===== src/hw/bomb_pkg.sv =====
/*
 * Game constants and shared types. Timer digit widths cap the start time at 7:59.
 * The SPI frame packs minutes, tens and ones into zero-extended nibbles.
 */
`default_nettype none

package bomb_pkg;

    // ~~~~~~~~~~~~~~~~~~~~~~~~~~~~~~
    // Enumerations.
    typedef enum logic [1:0] {
        GAME_IDLE,
        GAME_PLAYING,
        GAME_DEFUSED,
        GAME_EXPLODED
    } game_state_e;

    typedef enum logic [2:0] {
        WIRE_NONE,
        WIRE_RED,
        WIRE_BLUE,
        WIRE_WHITE,
        WIRE_YELLOW,
        WIRE_BLACK
    } wire_color_e;

    // ~~~~~~~~~~~~~~~~~~~~~~~~~~~~~~
    // Puzzle and game sizes.
    localparam int NUM_WIRES = 6;
    localparam int WIRE_POS_W = 3;
    localparam int LIVES_W = 2;
    localparam logic [LIVES_W-1:0] START_LIVES = 2'd3;

    // Button vector bit positions.
    localparam int BTN_SELECT = 0;
    localparam int BTN_UP = 1;
    localparam int BTN_RIGHT = 2;
    localparam int BTN_DOWN = 3;
    localparam int BTN_LEFT = 4;
    localparam int BTN_BACK = 5;

    // Timer digits and display link.
    localparam int MIN_W = 3;
    localparam int SEC_TEN_W = 3;
    localparam int SEC_ONE_W = 4;
    localparam int SSDEC_FRAME_W = 12;

endpackage

`default_nettype wire


===== src/hw/button_edge_detector.sv =====
/*
 * Buttons are asynchronous and active high. Each press gives one pulse,
 * three clocks after the input is first sampled high.
 */
`timescale 1ns/1ns
`default_nettype none

module button_edge_detector (
    input  logic       clk,
    input  logic       rst_n,
    input  logic [5:0] button,
    output logic [5:0] button_edge,
    output logic       strobe
);

    logic [5:0] sync_meta;
    logic [5:0] sync_q;
    logic [5:0] prev_q;
    logic [5:0] rise;

    assign rise = sync_q & ~prev_q;

    always_ff @(posedge clk or negedge rst_n) begin
        if (!rst_n) begin
            sync_meta   <= '0;
            sync_q      <= '0;
            prev_q      <= '0;
            button_edge <= '0;
            strobe      <= 1'b0;
        end else begin
            sync_meta   <= button;      // First synchroniser stage.
            sync_q      <= sync_meta;
            prev_q      <= sync_q;
            button_edge <= rise;
            strobe      <= |rise;       // Any button pressed.
        end
    end

endmodule

`default_nettype wire


===== src/hw/countdown_timer.sv =====
/*
 * CLKS_PER_SEC must be at least 2, START_SEC within 0..59 and START_MIN within 0..7.
 * Counting runs only while playing is high; time_up holds until the next start.
 */
`timescale 1ns/1ns
`default_nettype none

module countdown_timer #(
    parameter int CLKS_PER_SEC = 50_000_000,
    parameter int START_MIN = 5,
    parameter int START_SEC = 0
) (
    input  logic                          clk,
    input  logic                          rst_n,
    input  logic                          start,
    input  logic                          playing,
    output logic [bomb_pkg::MIN_W-1:0]     cnt_min,
    output logic [bomb_pkg::SEC_TEN_W-1:0] cnt_sec_ten,
    output logic [bomb_pkg::SEC_ONE_W-1:0] cnt_sec_one,
    output logic                          time_up
);

    localparam int DIV_W = $clog2(CLKS_PER_SEC + 1);
    localparam int TEN_I = START_SEC / 10;
    localparam int ONE_I = START_SEC % 10;
    localparam logic [bomb_pkg::MIN_W-1:0] LOAD_MIN = START_MIN[bomb_pkg::MIN_W-1:0];
    localparam logic [bomb_pkg::SEC_TEN_W-1:0] LOAD_TEN = TEN_I[bomb_pkg::SEC_TEN_W-1:0];
    localparam logic [bomb_pkg::SEC_ONE_W-1:0] LOAD_ONE = ONE_I[bomb_pkg::SEC_ONE_W-1:0];

    logic [DIV_W-1:0] div_cnt;
    logic             tick;

    // ~~~~~~~~~~~~~~~~~~~~~~~~~~~~~~
    // One second divider.
    assign tick = playing && (div_cnt == DIV_W'(CLKS_PER_SEC - 1));

    always_ff @(posedge clk or negedge rst_n) begin
        if (!rst_n) begin
            div_cnt <= '0;
        end else if (start || tick) begin
            div_cnt <= '0;
        end else if (playing) begin
            div_cnt <= div_cnt + 1'b1;
        end
    end

    // ~~~~~~~~~~~~~~~~~~~~~~~~~~~~~~
    // BCD down-counter.
    assign time_up = (cnt_min == '0) && (cnt_sec_ten == '0) && (cnt_sec_one == '0);

    always_ff @(posedge clk or negedge rst_n) begin
        if (!rst_n) begin
            cnt_min     <= LOAD_MIN;
            cnt_sec_ten <= LOAD_TEN;
            cnt_sec_one <= LOAD_ONE;
        end else if (start) begin
            cnt_min     <= LOAD_MIN;
            cnt_sec_ten <= LOAD_TEN;
            cnt_sec_one <= LOAD_ONE;
        end else if (tick && !time_up) begin
            if (cnt_sec_one != '0) begin
                cnt_sec_one <= cnt_sec_one - 1'b1;
            end else begin
                cnt_sec_one <= 4'd9;
                if (cnt_sec_ten != '0) begin
                    cnt_sec_ten <= cnt_sec_ten - 1'b1;
                end else begin
                    cnt_sec_ten <= 3'd5;        // Borrow from minutes.
                    cnt_min     <= cnt_min - 1'b1;
                end
            end
        end
    end

endmodule

`default_nettype wire


===== src/hw/wire_puzzle.sv =====
/*
 * Colours are sampled only on start. Target is the highest red wire, else wire 0.
 * Cut wires stay cut until the next start.
 */
`timescale 1ns/1ns
`default_nettype none

module wire_puzzle (
    input  logic                                               clk,
    input  logic                                               rst_n,
    input  logic                                               start,
    input  logic                                               playing,
    input  logic [5:0]                                         button_edge,
    input  logic                                               strobe,
    input  logic [$bits(bomb_pkg::wire_color_e)*bomb_pkg::NUM_WIRES-1:0] wire_colors,
    output logic [bomb_pkg::WIRE_POS_W-1:0]                    wire_pos,
    output logic [bomb_pkg::NUM_WIRES-1:0]                     wire_status,
    output logic                                               wire_clear,
    output logic                                               wire_error
);

    localparam int COLOR_W = $bits(bomb_pkg::wire_color_e);
    localparam int LAST_I = bomb_pkg::NUM_WIRES - 1;
    localparam logic [bomb_pkg::WIRE_POS_W-1:0] LAST_POS = LAST_I[bomb_pkg::WIRE_POS_W-1:0];

    bomb_pkg::wire_color_e                colors_q [bomb_pkg::NUM_WIRES];
    logic [bomb_pkg::WIRE_POS_W-1:0]      target;
    logic                                 active;

    assign active = playing && strobe;

    // Colour latch.
    always_ff @(posedge clk) begin
        if (start) begin
            for (int i = 0; i < bomb_pkg::NUM_WIRES; i++) begin
                colors_q[i] <= bomb_pkg::wire_color_e'(wire_colors[COLOR_W*i +: COLOR_W]);
            end
        end
    end

    // Later red wires override earlier ones.
    always_comb begin
        target = '0;
        for (int i = 0; i < bomb_pkg::NUM_WIRES; i++) begin
            if (colors_q[i] == bomb_pkg::WIRE_RED) begin
                target = i[bomb_pkg::WIRE_POS_W-1:0];
            end
        end
    end

    // ~~~~~~~~~~~~~~~~~~~~~~~~~~~~~~
    // Cursor and cutting.
    always_ff @(posedge clk or negedge rst_n) begin
        if (!rst_n) begin
            wire_pos    <= '0;
            wire_status <= '0;
            wire_clear  <= 1'b0;
            wire_error  <= 1'b0;
        end else begin
            wire_clear <= 1'b0;
            wire_error <= 1'b0;
            if (start) begin
                wire_pos    <= '0;
                wire_status <= '0;
            end else if (active) begin
                if (button_edge[bomb_pkg::BTN_RIGHT]) begin
                    wire_pos <= (wire_pos == LAST_POS) ? '0 : wire_pos + 1'b1;
                end else if (button_edge[bomb_pkg::BTN_LEFT]) begin
                    wire_pos <= (wire_pos == '0) ? LAST_POS : wire_pos - 1'b1;
                end else if (button_edge[bomb_pkg::BTN_SELECT] && !wire_status[wire_pos]) begin
                    if (wire_pos == target) begin
                        wire_clear <= 1'b1;
                    end else begin
                        wire_status[wire_pos] <= 1'b1;
                        wire_error            <= 1'b1;
                    end
                end
            end
        end
    end

endmodule

`default_nettype wire


===== src/hw/game_control.sv =====
/*
 * Select starts a game from idle, back leaves the end states.
 * A clear beats a time-up or an error arriving in the same cycle.
 */
`timescale 1ns/1ns
`default_nettype none

module game_control (
    input  logic                          clk,
    input  logic                          rst_n,
    input  logic [5:0]                    button_edge,
    input  logic                          strobe,
    input  logic                          wire_clear,
    input  logic                          wire_error,
    input  logic                          time_up,
    output logic                          start,
    output logic                          playing,
    output bomb_pkg::game_state_e         game_state,
    output logic [bomb_pkg::LIVES_W-1:0]  lives
);

    logic select_hit;
    logic back_hit;

    assign select_hit = strobe && button_edge[bomb_pkg::BTN_SELECT];
    assign back_hit   = strobe && button_edge[bomb_pkg::BTN_BACK];
    assign playing    = (game_state == bomb_pkg::GAME_PLAYING);

    // ~~~~~~~~~~~~~~~~~~~~~~~~~~~~~~
    // Game FSM and lives.
    always_ff @(posedge clk or negedge rst_n) begin
        if (!rst_n) begin
            game_state <= bomb_pkg::GAME_IDLE;
            lives      <= bomb_pkg::START_LIVES;
            start      <= 1'b0;
        end else begin
            start <= 1'b0;
            case (game_state)
                bomb_pkg::GAME_IDLE: begin
                    if (select_hit) begin
                        game_state <= bomb_pkg::GAME_PLAYING;
                        lives      <= bomb_pkg::START_LIVES;
                        start      <= 1'b1;
                    end
                end

                bomb_pkg::GAME_PLAYING: begin
                    if (wire_clear) begin
                        game_state <= bomb_pkg::GAME_DEFUSED;
                    end else if (time_up && !start) begin
                        // The timer reloads one cycle after start.
                        game_state <= bomb_pkg::GAME_EXPLODED;
                    end else if (wire_error) begin
                        lives <= lives - 1'b1;
                        if (lives == 2'd1) begin
                            game_state <= bomb_pkg::GAME_EXPLODED;  // Last life gone.
                        end
                    end
                end

                bomb_pkg::GAME_DEFUSED,
                bomb_pkg::GAME_EXPLODED: begin
                    if (back_hit) begin
                        game_state <= bomb_pkg::GAME_IDLE;
                    end
                end

                default: begin
                    game_state <= bomb_pkg::GAME_IDLE;
                end
            endcase
        end
    end

endmodule

`default_nettype wire


===== src/hw/ssdec_spi_master.sv =====
/*
 * Free running. Each frame sends 12 bits MSB first, then holds ss high for
 * two sck periods. Data changes on falling sck; the decoder samples on rising sck.
 */
`timescale 1ns/1ns
`default_nettype none

module ssdec_spi_master #(
    parameter int SCK_HALF = 4
) (
    input  logic                          clk,
    input  logic                          rst_n,
    input  logic [bomb_pkg::MIN_W-1:0]     cnt_min,
    input  logic [bomb_pkg::SEC_TEN_W-1:0] cnt_sec_ten,
    input  logic [bomb_pkg::SEC_ONE_W-1:0] cnt_sec_one,
    output logic                          ss,
    output logic                          sck,
    output logic                          sdi
);

    localparam int FRAME_W = bomb_pkg::SSDEC_FRAME_W;
    localparam int PH_W = $clog2(SCK_HALF + 1);
    localparam logic [3:0] LAST_BIT = 4'(FRAME_W - 1);
    localparam logic [3:0] GAP_END = 4'd3;     // Four half periods.

    typedef enum logic {SPI_GAP, SPI_SHIFT} spi_state_e;

    spi_state_e           state;
    logic [PH_W-1:0]      phase;
    logic [3:0]           bit_cnt;    // Also counts gap half periods.
    logic [FRAME_W-1:0]   shift_q;
    logic                 half_tick;
    logic                 frame_start;
    logic                 bit_done;

    assign half_tick   = (phase == PH_W'(SCK_HALF - 1));
    assign frame_start = half_tick && (state == SPI_GAP) && (bit_cnt == GAP_END);
    assign bit_done    = half_tick && (state == SPI_SHIFT) && sck;

    // Digits are captured once per frame.
    always_ff @(posedge clk) begin
        if (frame_start) begin
            shift_q <= {1'b0, cnt_min, 1'b0, cnt_sec_ten, cnt_sec_one};
        end else if (bit_done) begin
            shift_q <= shift_q << 1;
        end
    end

    // ~~~~~~~~~~~~~~~~~~~~~~~~~~~~~~
    // Phase counter and frame FSM.
    always_ff @(posedge clk or negedge rst_n) begin
        if (!rst_n) begin
            phase   <= '0;
            state   <= SPI_GAP;
            bit_cnt <= '0;
            ss      <= 1'b1;
            sck     <= 1'b0;
            sdi     <= 1'b0;
        end else begin
            phase <= half_tick ? '0 : phase + 1'b1;
            if (frame_start) begin
                state   <= SPI_SHIFT;
                bit_cnt <= '0;
                ss      <= 1'b0;
                sdi     <= 1'b0;    // Frame MSB is the pad bit.
            end else if (half_tick && state == SPI_GAP) begin
                bit_cnt <= bit_cnt + 1'b1;
            end else if (half_tick && !sck) begin
                sck <= 1'b1;
            end else if (bit_done) begin
                sck <= 1'b0;
                if (bit_cnt == LAST_BIT) begin
                    state   <= SPI_GAP;
                    bit_cnt <= '0;
                    ss      <= 1'b1;
                    sdi     <= 1'b0;
                end else begin
                    bit_cnt <= bit_cnt + 1'b1;
                    sdi     <= shift_q[FRAME_W-2];
                end
            end
        end
    end

endmodule

`default_nettype wire


===== src/hw/bomb_game.sv =====
/*
 * Game top. Buttons and wire colours are asynchronous inputs; colours are
 * read when a game starts. Timer digits are exported beside the SPI link.
 */
`timescale 1ns/1ns
`default_nettype none

module bomb_game #(
    parameter int CLKS_PER_SEC = 50_000_000,
    parameter int START_MIN = 5,
    parameter int START_SEC = 0,
    parameter int SCK_HALF = 4
) (
    input  logic                                clk,
    input  logic                                rst_n,
    input  logic [5:0]                          button,
    input  logic [3*bomb_pkg::NUM_WIRES-1:0]    wire_colors,    // Wire 0 in the low bits.
    output logic                                ssdec_ss,
    output logic                                ssdec_sck,
    output logic                                ssdec_sdi,
    output bomb_pkg::game_state_e               game_state,
    output logic [bomb_pkg::LIVES_W-1:0]        lives,
    output logic [bomb_pkg::WIRE_POS_W-1:0]     wire_pos,
    output logic [bomb_pkg::NUM_WIRES-1:0]      wire_status,
    output logic [bomb_pkg::MIN_W-1:0]          cnt_min,
    output logic [bomb_pkg::SEC_TEN_W-1:0]      cnt_sec_ten,
    output logic [bomb_pkg::SEC_ONE_W-1:0]      cnt_sec_one
);

    logic [5:0] button_edge;
    logic       strobe;
    logic       start;
    logic       playing;
    logic       time_up;
    logic       wire_clear;
    logic       wire_error;

    button_edge_detector button_edge_detector_0 (
        .clk(clk), .rst_n(rst_n), .button(button),
        .button_edge(button_edge), .strobe(strobe)
    );

    game_control game_control_0 (
        .clk(clk), .rst_n(rst_n), .button_edge(button_edge), .strobe(strobe),
        .wire_clear(wire_clear), .wire_error(wire_error), .time_up(time_up),
        .start(start), .playing(playing), .game_state(game_state), .lives(lives)
    );

    countdown_timer #(
        .CLKS_PER_SEC(CLKS_PER_SEC), .START_MIN(START_MIN), .START_SEC(START_SEC)
    ) countdown_timer_0 (
        .clk(clk), .rst_n(rst_n), .start(start), .playing(playing),
        .cnt_min(cnt_min), .cnt_sec_ten(cnt_sec_ten), .cnt_sec_one(cnt_sec_one),
        .time_up(time_up)
    );

    wire_puzzle wire_puzzle_0 (
        .clk(clk), .rst_n(rst_n), .start(start), .playing(playing),
        .button_edge(button_edge), .strobe(strobe), .wire_colors(wire_colors),
        .wire_pos(wire_pos), .wire_status(wire_status),
        .wire_clear(wire_clear), .wire_error(wire_error)
    );

    ssdec_spi_master #(.SCK_HALF(SCK_HALF)) ssdec_spi_master_0 (
        .clk(clk), .rst_n(rst_n),
        .cnt_min(cnt_min), .cnt_sec_ten(cnt_sec_ten), .cnt_sec_one(cnt_sec_one),
        .ss(ssdec_ss), .sck(ssdec_sck), .sdi(ssdec_sdi)
    );

endmodule

`default_nettype wire


===== config.mk =====
export PLATFORM = sky130hd
export DESIGN_NAME = bomb_game
export DESIGN_NICKNAME = d
export VERILOG_FILES = /design/src/hw/bomb_pkg.sv /design/src/hw/button_edge_detector.sv /design/src/hw/countdown_timer.sv /design/src/hw/wire_puzzle.sv /design/src/hw/game_control.sv /design/src/hw/ssdec_spi_master.sv /design/src/hw/bomb_game.sv
export SDC_FILE = /design/constraint.sdc
export NUM_CORES = 1
export LEC_CHECK = 0
export BUFFER_PORTS_ARGS = -buffer_cell sky130_fd_sc_hd__clkbuf_2
export CAP_MARGIN = 20
export CORE_UTILIZATION = 42
export CTS_BUF_LIST = sky130_fd_sc_hd__clkbuf_4 sky130_fd_sc_hd__clkbuf_8
export DETAILED_ROUTE_END_ITERATION = 6
export PLACE_DENSITY = 0.69
export SLEW_MARGIN = 20
export SYNTH_ARGS = -nofsm -noshare
export SYNTH_HDL_FRONTEND = slang
export SYNTH_HIERARCHICAL = 1
export SYNTH_SLANG_ARGS = --single-unit
export TNS_END_PERCENT = 1

===== constraint.sdc =====
create_clock -name clk -period 2.4 [get_ports clk]
set_input_delay 0.24 -clock clk [delete_from_list [all_inputs] [get_ports clk]]
set_output_delay 0.24 -clock clk [all_outputs]
set_load 0.01 [all_outputs]

# == Word level (Yosys, flattened, before mapping) ==
# Memory sizes are Yosys's and may differ from the RTL's.
# Index checks and enable logic that the tools add are counted.
# totals
mem_bits_ro,0
n_memories,1
latchBits,0
mem_bits_rw,18
word_cells,208
output_inout_bits,26
regBits,99
# op_classes
bitwise,6
add_sub_neg,9
muxes,87
n_eq_ne,30
magnitude_cmp,2
shift,0
mul,0
div_mod_pow,0
reduce_logical,49
# memory_table
name,depth,word_bits,read_ports,rd_clocked_by_memory_dff,write_ports,line,rtl
wire_puzzle_0.colors_q,6,3,5,0,6,wire_puzzle.sv:26,bomb_pkg::wire_color_e colors_q [bomb_pkg::NUM_WIRES];
# op_table
cell,count
$mux 26,2
$mux 3,17
$mux 1,36
$mux 6,6
$mux 4,8
$add 26x1->26 const B,1
$eq 26x26->1 const B,1
$mux 2,12
$mux 11,2
$reduce_bool 2->1,8
$eq 3x1->1 const B,5
$logic_and 1x1->1,15
$ne 2x1->1 const B,7
$ne 2x2->1 const B,5
$reduce_and 5->1,2
$logic_not 3->1,3
$reduce_and 3->1,3
$reduce_bool 3->1,3
$sub 3x1->3 const B,3
$reduce_and 4->1,2
$add 3x1->3 const B,2
$and 6x6->6,1
$not 6->6,1
$or 6x6->6,1
28 further kinds,37

# == Logic depth before layout (Yosys ltp) ==
# Gate-level depths: netlist (run 1).
# An unclocked memory read counts as a cell.
# depth
depth_word,14
ltp_mapped,7
mapped_depth_nobuf,7

# == Cells and area by module ==
# Netlist (run 1), hierarchy kept.
# by_module_without_submodules
mod,area_per_inst_um2,seq_area_each_um2,n_inst,cells_per_inst
countdown_timer,2008.2,903.4,1,203
wire_puzzle,1223.7,725.7,1,94
ssdec_spi_master,1042.2,596.8,1,76
button_edge_detector,698.2,625.6,1,34
game_control,304.0,127.6,1,28

# == Worst setup path before layout (run 1) ==
# Ideal clock, no wire load.
# synth_timing
kind,reg2reg
from,register game_control_0.game_state[0]
to,register countdown_timer_0/cnt_sec_ten[2] (netlist bit)
synth_period_minus_slack_ns,2.207
t_required_ns,2.272
path_stages_with_launch,8
setup_ns,0.128
arrival_ns,2.079
setup_slack_ns,0.193
n_path_buf,1
path_cell_list,dfrtp_1 > nor2b_4 > buf_2 > nand3_1 > nor2_4 > or2b_4 > nor4_1 > mux2_1
# synth_via
elab_chain_cells,5
# synth_rtl
item,line,rtl
"start, declared",game_control.sv:18,"output bomb_pkg::game_state_e game_state,"
"start signal, assigned",game_control.sv:33,game_state <= bomb_pkg::GAME_IDLE;
"start signal, assigned",game_control.sv:41,game_state <= bomb_pkg::GAME_PLAYING;
"start signal, assigned",game_control.sv:49,game_state <= bomb_pkg::GAME_DEFUSED;
$eq 2x1->1,game_control.sv:27,assign playing = (game_state == bomb_pkg::GAME_PLAYING);
net playing,bomb_game.sv:33,logic playing;
$logic_and 1x1->1,countdown_timer.sv:35,assign tick = playing && (div_cnt == DIV_W'(CLKS_PER_SEC - 1));
$logic_and 1x1->1,countdown_timer.sv:60,end else if (tick && !time_up) begin
$reduce_bool 2->1 (no source line),--,
$reduce_and 2->1 (no source line),--,
"end signal, assigned",countdown_timer.sv:66,cnt_sec_ten <= cnt_sec_ten - 1'b1;
"end, declared",countdown_timer.sv:18,"output logic [bomb_pkg::SEC_TEN_W-1:0] cnt_sec_ten,"
# The timed path passes the listed nets, and every way through them passes these cells.
# A chain may end at the register's enable or synchronous reset.

# == Worst setup path in the final report (run 1) ==
# layout_timing
from,register countdown_timer_0/cnt_sec_one[0] (netlist bit)
to,register game_control_0/lives[0] (netlist bit)
# layout_via
elab_chain_cells,5
# layout_rtl
item,line,rtl
"start, declared",countdown_timer.sv:19,"output logic [bomb_pkg::SEC_ONE_W-1:0] cnt_sec_one,"
"start signal, assigned",countdown_timer.sv:62,cnt_sec_one <= cnt_sec_one - 1'b1;
$logic_not 4->1,countdown_timer.sv:49,assign time_up = (cnt_min == '0) && (cnt_sec_ten == '0) && (cnt_sec_one == '0);
$logic_and 1x1->1,countdown_timer.sv:49,
net time_up,bomb_game.sv:34,logic time_up;
$logic_and 1x1->1,game_control.sv:50,end else if (time_up && !start) begin
$ne 2x2->1 (no source line),--,
$reduce_and 5->1 (no source line),--,
"end signal, assigned",game_control.sv:34,lives <= bomb_pkg::START_LIVES;
"end signal, assigned",game_control.sv:42,lives <= bomb_pkg::START_LIVES;
"end signal, assigned",game_control.sv:54,lives <= lives - 1'b1;
"end, declared",game_control.sv:19,output logic [bomb_pkg::LIVES_W-1:0] lives
# The timed path passes the listed nets, and every way through them passes these cells.

==> flow_summary_export.csv, run 1 <==
group,metric,value,unit
run_status,status,"finished clean",
cts,clock_path_buffers,2,
cells_and_area,fin_nets,537,
pwr,power_frac_seq,53.3,%
sta,finalHoldViolations,0,
detailed_routing,ant_nets,0,
sta,tightest_slew,0.640,ns
cells_and_area,diodes,0,
sta,setup_viol,0,
pwr,swShare,32.3,%
grt,grt_start_max_net_pins,48,
min_path,worstHoldEndpoint,"wire_puzzle_0/colors_q[5][2]",
die,core,12100,µm²
yosys,syn_nets,468,
cts,hold_buffers,12,
placement,placed_cell_area,5680,µm²
detailed_routing,drc,0,
detailed_routing,post_drt_wl_per_cell,14.5,µm
critical_path,required,2.73,ns
pwr,power_density,726,nW/µm²
sta,period_needed,2.20,ns
die,dieHeight,114,µm
sta,tns,0,ns
critical_path,crit_type,"reg2reg",
grt,grt_pass1_vias,3462,
critical_path,r2r_start,"countdown_timer_0/cnt_sec_one[0]",
placement,dp.cells,647,
sta,rsz0062_at_grt,"false",
critical_path,worstPathArrival,2.53,ns
yosys,synth_area,5230,µm²
critical_path,startpoint,"countdown_timer_0/cnt_sec_one[0]",
placement,gp_congestion,0.787,
cts,clkLatencyLatePin,0.39,ns
cts,post_cts_buffers,0,
yosys,synth_area_per_cell,12.1,µm²
detailed_routing,finalWirelength,9800,µm
min_path,hold_path.class,"in2reg",
cts,numCtsBuffers,9,
grt,overflow,0,
cts,clockRootBuffer,"clkbuf_8",
critical_path,crit_fanout,5,
pwr,clockPowerShare,24.7,%
critical_path,reg2reg_setup_slack,0.20,ns
cells_and_area,area_growth,14.5,%
detailed_routing,drt_first_iter_violations,136,
min_path,hp-start,"wire_colors[17]",
pwr,irDropWorstVdd,0.308,mV
sta,relSlewSlack,57.2,%
die,num_rows,40,
sta,whs,0.0251,ns
sta,finalCritPeriodShare,91.7,%
pwr,comb_power_share,21.9,%
placement,port_buffers,48,
pwr,p_leak,2.60,nW
die,die_area,12900,µm²
cts,ctsResizeCount,0,
yosys,ys_warn_count,6,
sta,drv_slew,0,
yosys,syn_inst,433,
cts,clkTransAtPathRegs,0.11,ns
sta,fin_skew,0.0115,ns
pwr,p_sw,0.00140,W
grt,grt_pass1_wl,16800,µm
cts,cts_tree,"done",
detailed_routing,vias,3490,
cells_and_area,drive_above_1_share,24.9,%
critical_path,r2r_end,"game_control_0/lives[0]",
critical_path,r2r_cells,8,
placement,dp_hpwl,6680,µm
grt,track_usage,16.5,%
cells_and_area,instances_no_fill,675,
pwr,intPower,0.00294,W
critical_path,start_kind,"flip-flop",
detailed_routing,routed_via_density,5.17,
cts,clock-sinks,112,
min_path,hold_depth,1,
die,start_util,43.3,%
grt,antenna_found_initial,0,
cells_and_area,final_cell_area,5980,µm²
die,ioPinCount,52,
die,die_w,114,µm
job,maxCapViolCount,0,
cts,htree_levels,3,
critical_path,worst_setup_path_end_kind,"flip-flop",
sta,fmax,454,MHz
detailed_routing,drt_first_pass_iters,4,
==> layout make-up <==
| cell class | count | area (µm²) |
|---|---|---|
| fillers | 1059 | 6080 |
| flip-flops and latches | 112 | 2930 |
| multi-input cells | 292 | 2130 |
| repair buffers | 72 | 465 |
| well taps | 168 | 210 |
| clock buffers | 9 | 124 |
| clock inverters | 7 | 65.1 |
| inverters | 15 | 56.3 |
==> per-stage QoR <==
step | setup WS, ns | total power, W | utilization, %
5_1_grt | 0.0645 | 0.00459 | 49.6
4_1_cts | 0.202 | 0.00440 | 49.6
3_5_place_dp | 0.205 | 0.00329 | 47.1
2_1_floorplan | 0.193 | 0.00297 | -
3_3_place_gp | 0.288 | 0.00324 | 47.1
6_report | 0.199 | 0.00434 | 49.6
==> worst max-delay path, stage by stage (launching register included) <==
cell and delay, ns:
dfrtp_1 0.44, inv_1 0.13, ha_1 0.19, or4b_4 0.50, nor4_4 0.25, buf_4 0.19, nand2b_4 0.07, and2_4 0.14
o221a_2 0.24
==> flip-flops by register name (all words and copies together) (netlist names) <==
register	cells
button_edge_detector_0/button_edge	4
button_edge_detector_0/prev_q	6
button_edge_detector_0/strobe	1
button_edge_detector_0/sync_meta	6
button_edge_detector_0/sync_q	6
countdown_timer_0/cnt_min	3
countdown_timer_0/cnt_sec_one	4
countdown_timer_0/cnt_sec_ten	3
countdown_timer_0/div_cnt	26
game_control_0/game_state	2
game_control_0/lives	2
game_control_0/start	1
ssdec_spi_master_0/bit_cnt	4
ssdec_spi_master_0/phase	3
ssdec_spi_master_0/sck	1
ssdec_spi_master_0/sdi	1
ssdec_spi_master_0/shift_q	11
ssdec_spi_master_0/ss	1
ssdec_spi_master_0/state	1
wire_puzzle_0/colors_q	15
wire_puzzle_0/wire_clear	1
wire_puzzle_0/wire_error	1
wire_puzzle_0/wire_pos	3
wire_puzzle_0/wire_status	6
==> layer usage <==
metal	wire (µm)	GRT usage, %	up-vias
met3	397	4.04	10
li1	-	-	1700
met4	111	6.49	0
met1	4530	21.3	1712
met2	4760	26.9	68
met5	0	0	-
==> power by group through the flow <==
stage | clock (W) | combinational [W] | sequential [W]
floorplan | 0 | 0.000619 | 0.00235
global placement | 0 | 0.000902 | 0.00234
detailed placement | 0 | 0.000941 | 0.00235
CTS | 0.00112 | 0.000960 | 0.00232
global route | 0.00118 | 0.00106 | 0.00235
finish | 0.00107 | 0.000952 | 0.00232
==> cell usage in the layout (no fill, tap or decap), types with 7 or more instances in the layout <==
cell and count:
dfrtp_1 81, clkbuf_2 47, nor3_1 9, clkbuf_8 9
nand3_1 16, a21oi_1 8, dlygate4sd3_1 12, xnor2_1 7
inv_1 15, o21ai_0 9, ha_1 9, buf_4 12
edfxtp_1 25, nor2_1 53, xor2_1 18, nand4_1 15
nand2_1 22, nand2b_1 11, nor2b_1 9
==> worst max path at each step <==
stage	to	slack [ns]	cells after the start
final	game_control_0/lives[0]	0.20	8
after detailed placement	game_control_0/lives[0]	0.21	8
after global placement	game_control_0/lives[0]	0.29	8
after global routing	countdown_timer_0/cnt_sec_one[3]	0.06	8
after CTS	game_control_0/lives[0]	0.20	8
after floorplan	countdown_timer_0/cnt_sec_ten[2]	0.19	7
No activity file was read; power rests on OpenSTA's default activity.
==> inputs of run 2 (changes only) <==
--- a/config.mk
+++ b/config.mk
@@ -9,6 +9,7 @@
 export CAP_MARGIN = 20
 export CORE_UTILIZATION = 42
 export CTS_BUF_LIST = sky130_fd_sc_hd__clkbuf_4 sky130_fd_sc_hd__clkbuf_8
+export CTS_CLUSTER_SIZE = 16
 export DETAILED_ROUTE_END_ITERATION = 6
 export PLACE_DENSITY = 0.69
 export SLEW_MARGIN = 20
==> constraint.sdc (replaced) <==
create_clock -name clk -period 2.7 [get_ports clk]
set_input_delay 0.27 -clock clk [delete_from_list [all_inputs] [get_ports clk]]
set_output_delay 0.27 -clock clk [all_outputs]
set_load 0.01 [all_outputs]
==> run 2 against run 1 <==
Net effect:
- clock power decreased by 13%
- critical path type unchanged
- combinational power decreased by 15%
- setup slack improved by 0.17 ns
- sequential power decreased by 11%
- cell count decreased by 1.3%
- final area decreased by 1.5%
- highest routed layer unchanged
- largest cell class unchanged
==> flow_summary_export.csv, run 2 (synthesis results as in run 1) <==
group,metric,value,unit
critical_path,crit_fanout,5,
sta,finalCritPeriodShare,86.2,%
detailed_routing,drc,0,
die,die_area,12900,µm²
grt,overflow,0,
run_status,status,"finished clean",
cts,clockRootBuffer,"clkbuf_8",
min_path,hold_depth,1,
job,maxCapViolCount,0,
cells_and_area,largest_reg_flops,26,
detailed_routing,drt_first_iter_violations,185,
detailed_routing,routed_via_density,5.17,
cts,clkLatencyLatePin,0.38,ns
cells_and_area,top_regs,"countdown_timer_0/div_cnt: 26 flops, wire_puzzle_0/colors_q: 15 flops, ssdec_spi_master_0/shift_q: 11 flops",
critical_path,r2r_start,"countdown_timer_0/cnt_sec_one[0]",
cts,post_cts_buffers,0,
cts,htree_levels,3,
cells_and_area,final_cell_area,5890,µm²
detailed_routing,ant_nets,0,
placement,gp_congestion,0.776,
cts,ctsResizeCount,0,
cts,numCtsBuffers,9,
placement,place_ws,0.367,ns
critical_path,start_kind,"flip-flop",
placement,port_buffers,48,
sta,fmax,430,MHz
grt,track_usage,16.4,%
min_path,hold_path.class,"in2reg",
placement,placed_cell_area,5650,µm²
detailed_routing,finalWirelength,9650,µm
min_path,hp-start,"wire_colors[7]",
critical_path,reg2reg_setup_slack,0.37,ns
critical_path,r2r_end,"countdown_timer_0/cnt_sec_ten[2]",
pwr,power_density,649,nW/µm²
die,core,12100,µm²
placement,dp_hpwl,6650,µm
cells_and_area,largest-register,"countdown_timer_0/div_cnt",
cells_and_area,final_common_cell,"dfrtp_1",
grt,antenna_found_initial,0,
sta,setup_viol,0,
sta,tightest_slew,0.625,ns
cells_and_area,utilization,48.8,%
die,start_util,43.3,%
sta,finalWorstSetupSlack,0.372,ns
cts,hold_buffers,7,
pwr,p_leak,2.56,nW
critical_path,crit_type,"reg2reg",
detailed_routing,drt_first_pass_iters,4,
sta,tns,0,ns
cts,clkTransAtPathRegs,0.11,ns
cts,clock_path_buffers,2,
critical_path,required,2.97,ns
min_path,worstHoldEndpoint,"wire_puzzle_0/colors_q[2][1]",
detailed_routing,post_drt_wl_per_cell,14.5,µm
sta,period_needed,2.33,ns
sta,rsz0062_at_grt,"false",
pwr,irDropWorstVdd,0.269,mV
die,num_rows,40,
die,die_w,114,µm
cts,clock-sinks,112,
cts,cts_tree,"done",
sta,finalHoldViolations,0,
critical_path,slowest_delay,0.50,ns
critical_path,cp_cell_sequence,"inv_1 > ha_1 > or4b_4 > nor4_4 > or2b_4 > nor4_1 > mux2_1",
cells_and_area,drive_above_1_share,24.3,%
grt,grt_pass1_wl,16800,µm
die,dieHeight,114,µm
sta,relSlewSlack,58.2,%
critical_path,worst_setup_path_end_kind,"flip-flop",
cells_and_area,area_growth,12.7,%
grt,grt_pass1_vias,3537,
critical_path,slowest_stage,"or4b_4",
grt,grt_start_max_net_pins,49,
placement,dp.cells,643,
cells_and_area,diodes,0,
cells_and_area,instances_no_fill,666,
critical_path,r2r_cells,7,
cells_and_area,final_cell_mix,"dfrtp_1, nor2_1, clkbuf_2, edfxtp_1, nand2_1",
cells_and_area,fin_nets,528,
sta,drv_slew,0,
die,ioPinCount,52,
critical_path,worstPathArrival,2.60,ns
sta,fin_skew,0.0118,ns
detailed_routing,vias,3442,
run 2: cell type report:
cell class | instances | area [µm²]
Clock inverter | 7 | 52.6
Tap cell | 168 | 210
Clock buffer | 9 | 124
Timing Repair Buffer | 63 | 385
Multi-Input combinational cell | 292 | 2130
Sequential cell | 112 | 2930
Fill cell | 1063 | 6170
Inverter | 15 | 56.3
run 2: critical path, delay by kind of cell, from the launching register on:
| family | cells | cell delay [ns] |
|---|---|---|
| and+or+nand+nor | 4 | 1.14 |
| DFF | 1 | 0.43 |
| muxes | 1 | 0.33 |
| adders and majority gates | 1 | 0.20 |
| buffers and inverters | 1 | 0.13 |
run 2: power breakdown:
part	internal [W]	switching [W]
clock network	0.000346	0.000587
logic	0.000357	0.000456
registers	0.00189	0.000184
total	0.00259	0.00123
run 2: how the worst max path moves through the flow:
stage | startpoint | endpoint | slack (ns) | cells after the start
CTS | countdown_timer_0/cnt_sec_one[0] | countdown_timer_0/cnt_sec_ten[2] | 0.36 | 7
finish | countdown_timer_0/cnt_sec_one[0] | countdown_timer_0/cnt_sec_ten[2] | 0.37 | 7
global route | countdown_timer_0/cnt_sec_one[1] | countdown_timer_0/cnt_sec_ten[2] | 0.25 | 7
floorplan | game_control_0/game_state[0] | countdown_timer_0/cnt_sec_ten[2] | 0.49 | 7
detailed placement | countdown_timer_0/cnt_sec_one[0] | countdown_timer_0/cnt_sec_ten[2] | 0.37 | 7
global placement | countdown_timer_0/cnt_sec_one[0] | countdown_timer_0/cnt_sec_ten[2] | 0.46 | 7
run 2: through the flow:
step	hold WS [ns]	total power, W
3_3_place_gp	0.264	0.00287
6_report	0.0512	0.00382
4_1_cts	0.0274	0.00387
3_5_place_dp	0.276	0.00291
5_1_grt	0.0196	0.00405
2_1_floorplan	-0.0256	0.00264
run 2: routing by layer:
| layer | up-vias | share of wire (%) | GRT usage, % |
|---|---|---|---|
| li1 | 1676 | - | - |
| met1 | 1686 | 47 | 21.4 |
| met2 | 69 | 47 | 25.9 |
| met3 | 11 | 4.8 | 4.78 |
| met4 | 0 | 1.1 | 6.05 |
| met5 | - | 0 | 0 |
==> inputs of run 3 (changes only) <==
--- a/config.mk
+++ b/config.mk
@@ -7,6 +7,7 @@
 export LEC_CHECK = 0
 export BUFFER_PORTS_ARGS = -buffer_cell sky130_fd_sc_hd__clkbuf_2
 export CAP_MARGIN = 20
+export CORE_ASPECT_RATIO = 1.4
 export CORE_UTILIZATION = 42
 export CTS_BUF_LIST = sky130_fd_sc_hd__clkbuf_4 sky130_fd_sc_hd__clkbuf_8
 export CTS_CLUSTER_SIZE = 16
==> run 3 against run 2 <==
Net effect:
- first-iteration DRC count decreased by 38%
- sequential share of layout area decreased by 0.074 points
- utilization increased by 0.34 points
- routed wire length increased by 1.4%
- count of clock-buffer cells in the layout unchanged
- largest power group unchanged
==> flow_summary_export.csv, run 3 (synthesis results as in run 1) <==
group,metric,value,unit
run_status,status,"finished clean",
critical_path,required,2.96,ns
sta,drv_slew,0,
grt,overflow,0,
grt,grt_pass1_vias,3558,
placement,placed_cell_area,5620,µm²
grt,antenna_found_initial,0,
critical_path,crit_fanout,5,
placement,gp_congestion,0.773,
critical_path,r2r_end,"countdown_timer_0/cnt_sec_ten[2]",
die,ioPinCount,52,
grt,grt_pass1_wl,16200,µm
detailed_routing,drt-met1-wl,4170,µm
cts,post_cts_buffers,0,
sta,finalWorstSetupSlack,0.420,ns
pwr,power_density,666,nW/µm²
critical_path,crit_type,"reg2reg",
cells_and_area,drive_above_1_share,24.8,%
detailed_routing,wl_met2,5140,µm
cts,cts_tree,"done",
die,die_area,12900,µm²
pwr,swShare,31.4,%
sta,relSlewSlack,55.4,%
min_path,hp-start,"wire_colors[6]",
die,core,12000,µm²
cts,numCtsBuffers,9,
detailed_routing,top_layer_used,"met4",
detailed_routing,drt_first_iter_violations,114,
die,start_util,43.6,%
cts,clock-sinks,112,
detailed_routing,drc,0,
cts,htree_levels,3,
critical_path,worstPathArrival,2.54,ns
critical_path,reg2reg_setup_slack,0.42,ns
sta,tightest_slew,0.668,ns
critical_path,r2r_cells,7,
pwr,p_sw,0.00123,W
critical_path,start_kind,"flip-flop",
cells_and_area,fin_nets,530,
detailed_routing,ant_nets,0,
detailed_routing,vias,3495,
pwr,clockPowerShare,26.5,%
detailed_routing,drt_first_pass_iters,6,
placement,dp_hpwl,6920,µm
sta,period_needed,2.28,ns
pwr,p_leak,2.58,nW
sta,finalCritPeriodShare,84.5,%
cts,clockRootBuffer,"clkbuf_8",
placement,port_buffers,48,
cells_and_area,instances_no_fill,647,
die,die_w,96.3,µm
sta,tns,0,ns
sta,fin_skew,0.0176,ns
job,maxCapViolCount,0,
critical_path,worst_setup_path_end_kind,"flip-flop",
grt,track_usage,16.1,%
sta,whs,0.0746,ns
cells_and_area,diodes,0,
pwr,irDropWorstVdd,0.315,mV
cells_and_area,final_cell_area,5900,µm²
sta,setup_viol,0,
cells_and_area,largest-register,"countdown_timer_0/div_cnt",
cells_and_area,final_cell_mix,"dfrtp_1, nor2_1, clkbuf_2, edfxtp_1, nand2_1",
cts,clkTransAtPathRegs,0.10,ns
min_path,hold_path.class,"in2reg",
sta,rsz0062_at_grt,"false",
cells_and_area,area_growth,12.9,%
critical_path,startpoint,"countdown_timer_0/cnt_sec_one[0]",
cells_and_area,largest_reg_flops,26,
cts,clock_path_buffers,2,
min_path,worstHoldEndpoint,"wire_puzzle_0/colors_q[2][0]",
critical_path,r2r_start,"countdown_timer_0/cnt_sec_one[0]",
detailed_routing,finalWirelength,9780,µm
sta,finalHoldViolations,0,
pwr,comb_power_share,20.7,%
placement,dp.cells,624,
pwr,power_frac_seq,52.8,%
detailed_routing,wl_met3,320,µm
grt,grt_start_max_net_pins,40,
die,dieHeight,134,µm
die,num_rows,47,
sta,fmax,439,MHz
cells_and_area,top_regs,"countdown_timer_0/div_cnt: 26 flops, wire_puzzle_0/colors_q: 15 flops, ssdec_spi_master_0/shift_q: 11 flops",
min_path,hold_depth,1,
pwr,intPower,0.00270,W
detailed_routing,routed_via_density,5.40,
cts,clkLatencyLatePin,0.37,ns
detailed_routing,post_drt_wl_per_cell,15.1,µm
placement,place_ws,0.430,ns
cells_and_area,final_common_cell,"dfrtp_1",
## run 3: cell count changes in the layout (fill, tap and decap cells not counted)
cell,previous run,this run
inv_8,0,2
bufinv_16,0,1
inv_4,0,1
buf_4,8,11
clkinv_2,1,0
buf_12,1,0
clkinv_4,1,2
clkinv_1,1,0
inv_6,4,1
## run 3: critical path, cell delays in order (launching register included)
cell and delay, ns:
dfrtp_1 0.43, inv_1 0.12, ha_1 0.19, or4b_4 0.50
nor4_4 0.36, or2b_4 0.21, nor4_1 0.05, mux2_1 0.32
## run 3: how the worst max path moves through the flow
stage / depth (start not counted) / to / slack, ns
6_report: 7 / countdown_timer_0/cnt_sec_ten[2] / 0.42
5_1_grt: 7 / countdown_timer_0/cnt_sec_ten[2] / 0.31
4_1_cts: 7 / countdown_timer_0/cnt_sec_ten[2] / 0.41
3_5_place_dp: 7 / countdown_timer_0/cnt_sec_ten[2] / 0.43
3_3_place_gp: 7 / countdown_timer_0/cnt_sec_ten[2] / 0.46
2_1_floorplan: 7 / countdown_timer_0/cnt_sec_ten[2] / 0.49
## run 3: area by class of cell
type                            instances  area [µm²]
Tap cell                              147         184
Clock buffer                            9         124
Clock inverter                          7        85.1
Inverter                               15        56.3
Fill cell                            1069        6100
Timing Repair Buffer                   65         388
Multi-Input combinational cell        292        2130
Sequential cell                       112        2930
## run 3: power by group through the flow
stage,sequential [W],combinational [W],clock (W)
floorplan,0.00209,0.000551,0
detailed placement,0.00211,0.000809,0
global placement,0.00210,0.000774,0
finish,0.00208,0.000813,0.00104
CTS,0.00208,0.000819,0.00108
global route,0.00210,0.000899,0.00116
## run 3: stage by stage
step,util (%),total power (W)
after floorplan,-,0.00264
after global placement,46.9,0.00287
after detailed placement,46.9,0.00292
after CTS,49.2,0.00398
after global routing,49.2,0.00416
final,49.2,0.00393
## run 3: timing repair
| item | in CTS | in global routing |
|---|---|---|
| hold endpoints to repair | 38 | 0 |
| hold buffers | 7 | 0 |
| resized for setup | 0 | 0 |
## run 3: layer usage
metal	vias to the layer above	track usage (%)
li1	1682	-
met1	1746	18.6
met2	55	28.8
met3	12	3.23
met4	0	5.47
met5	-	0
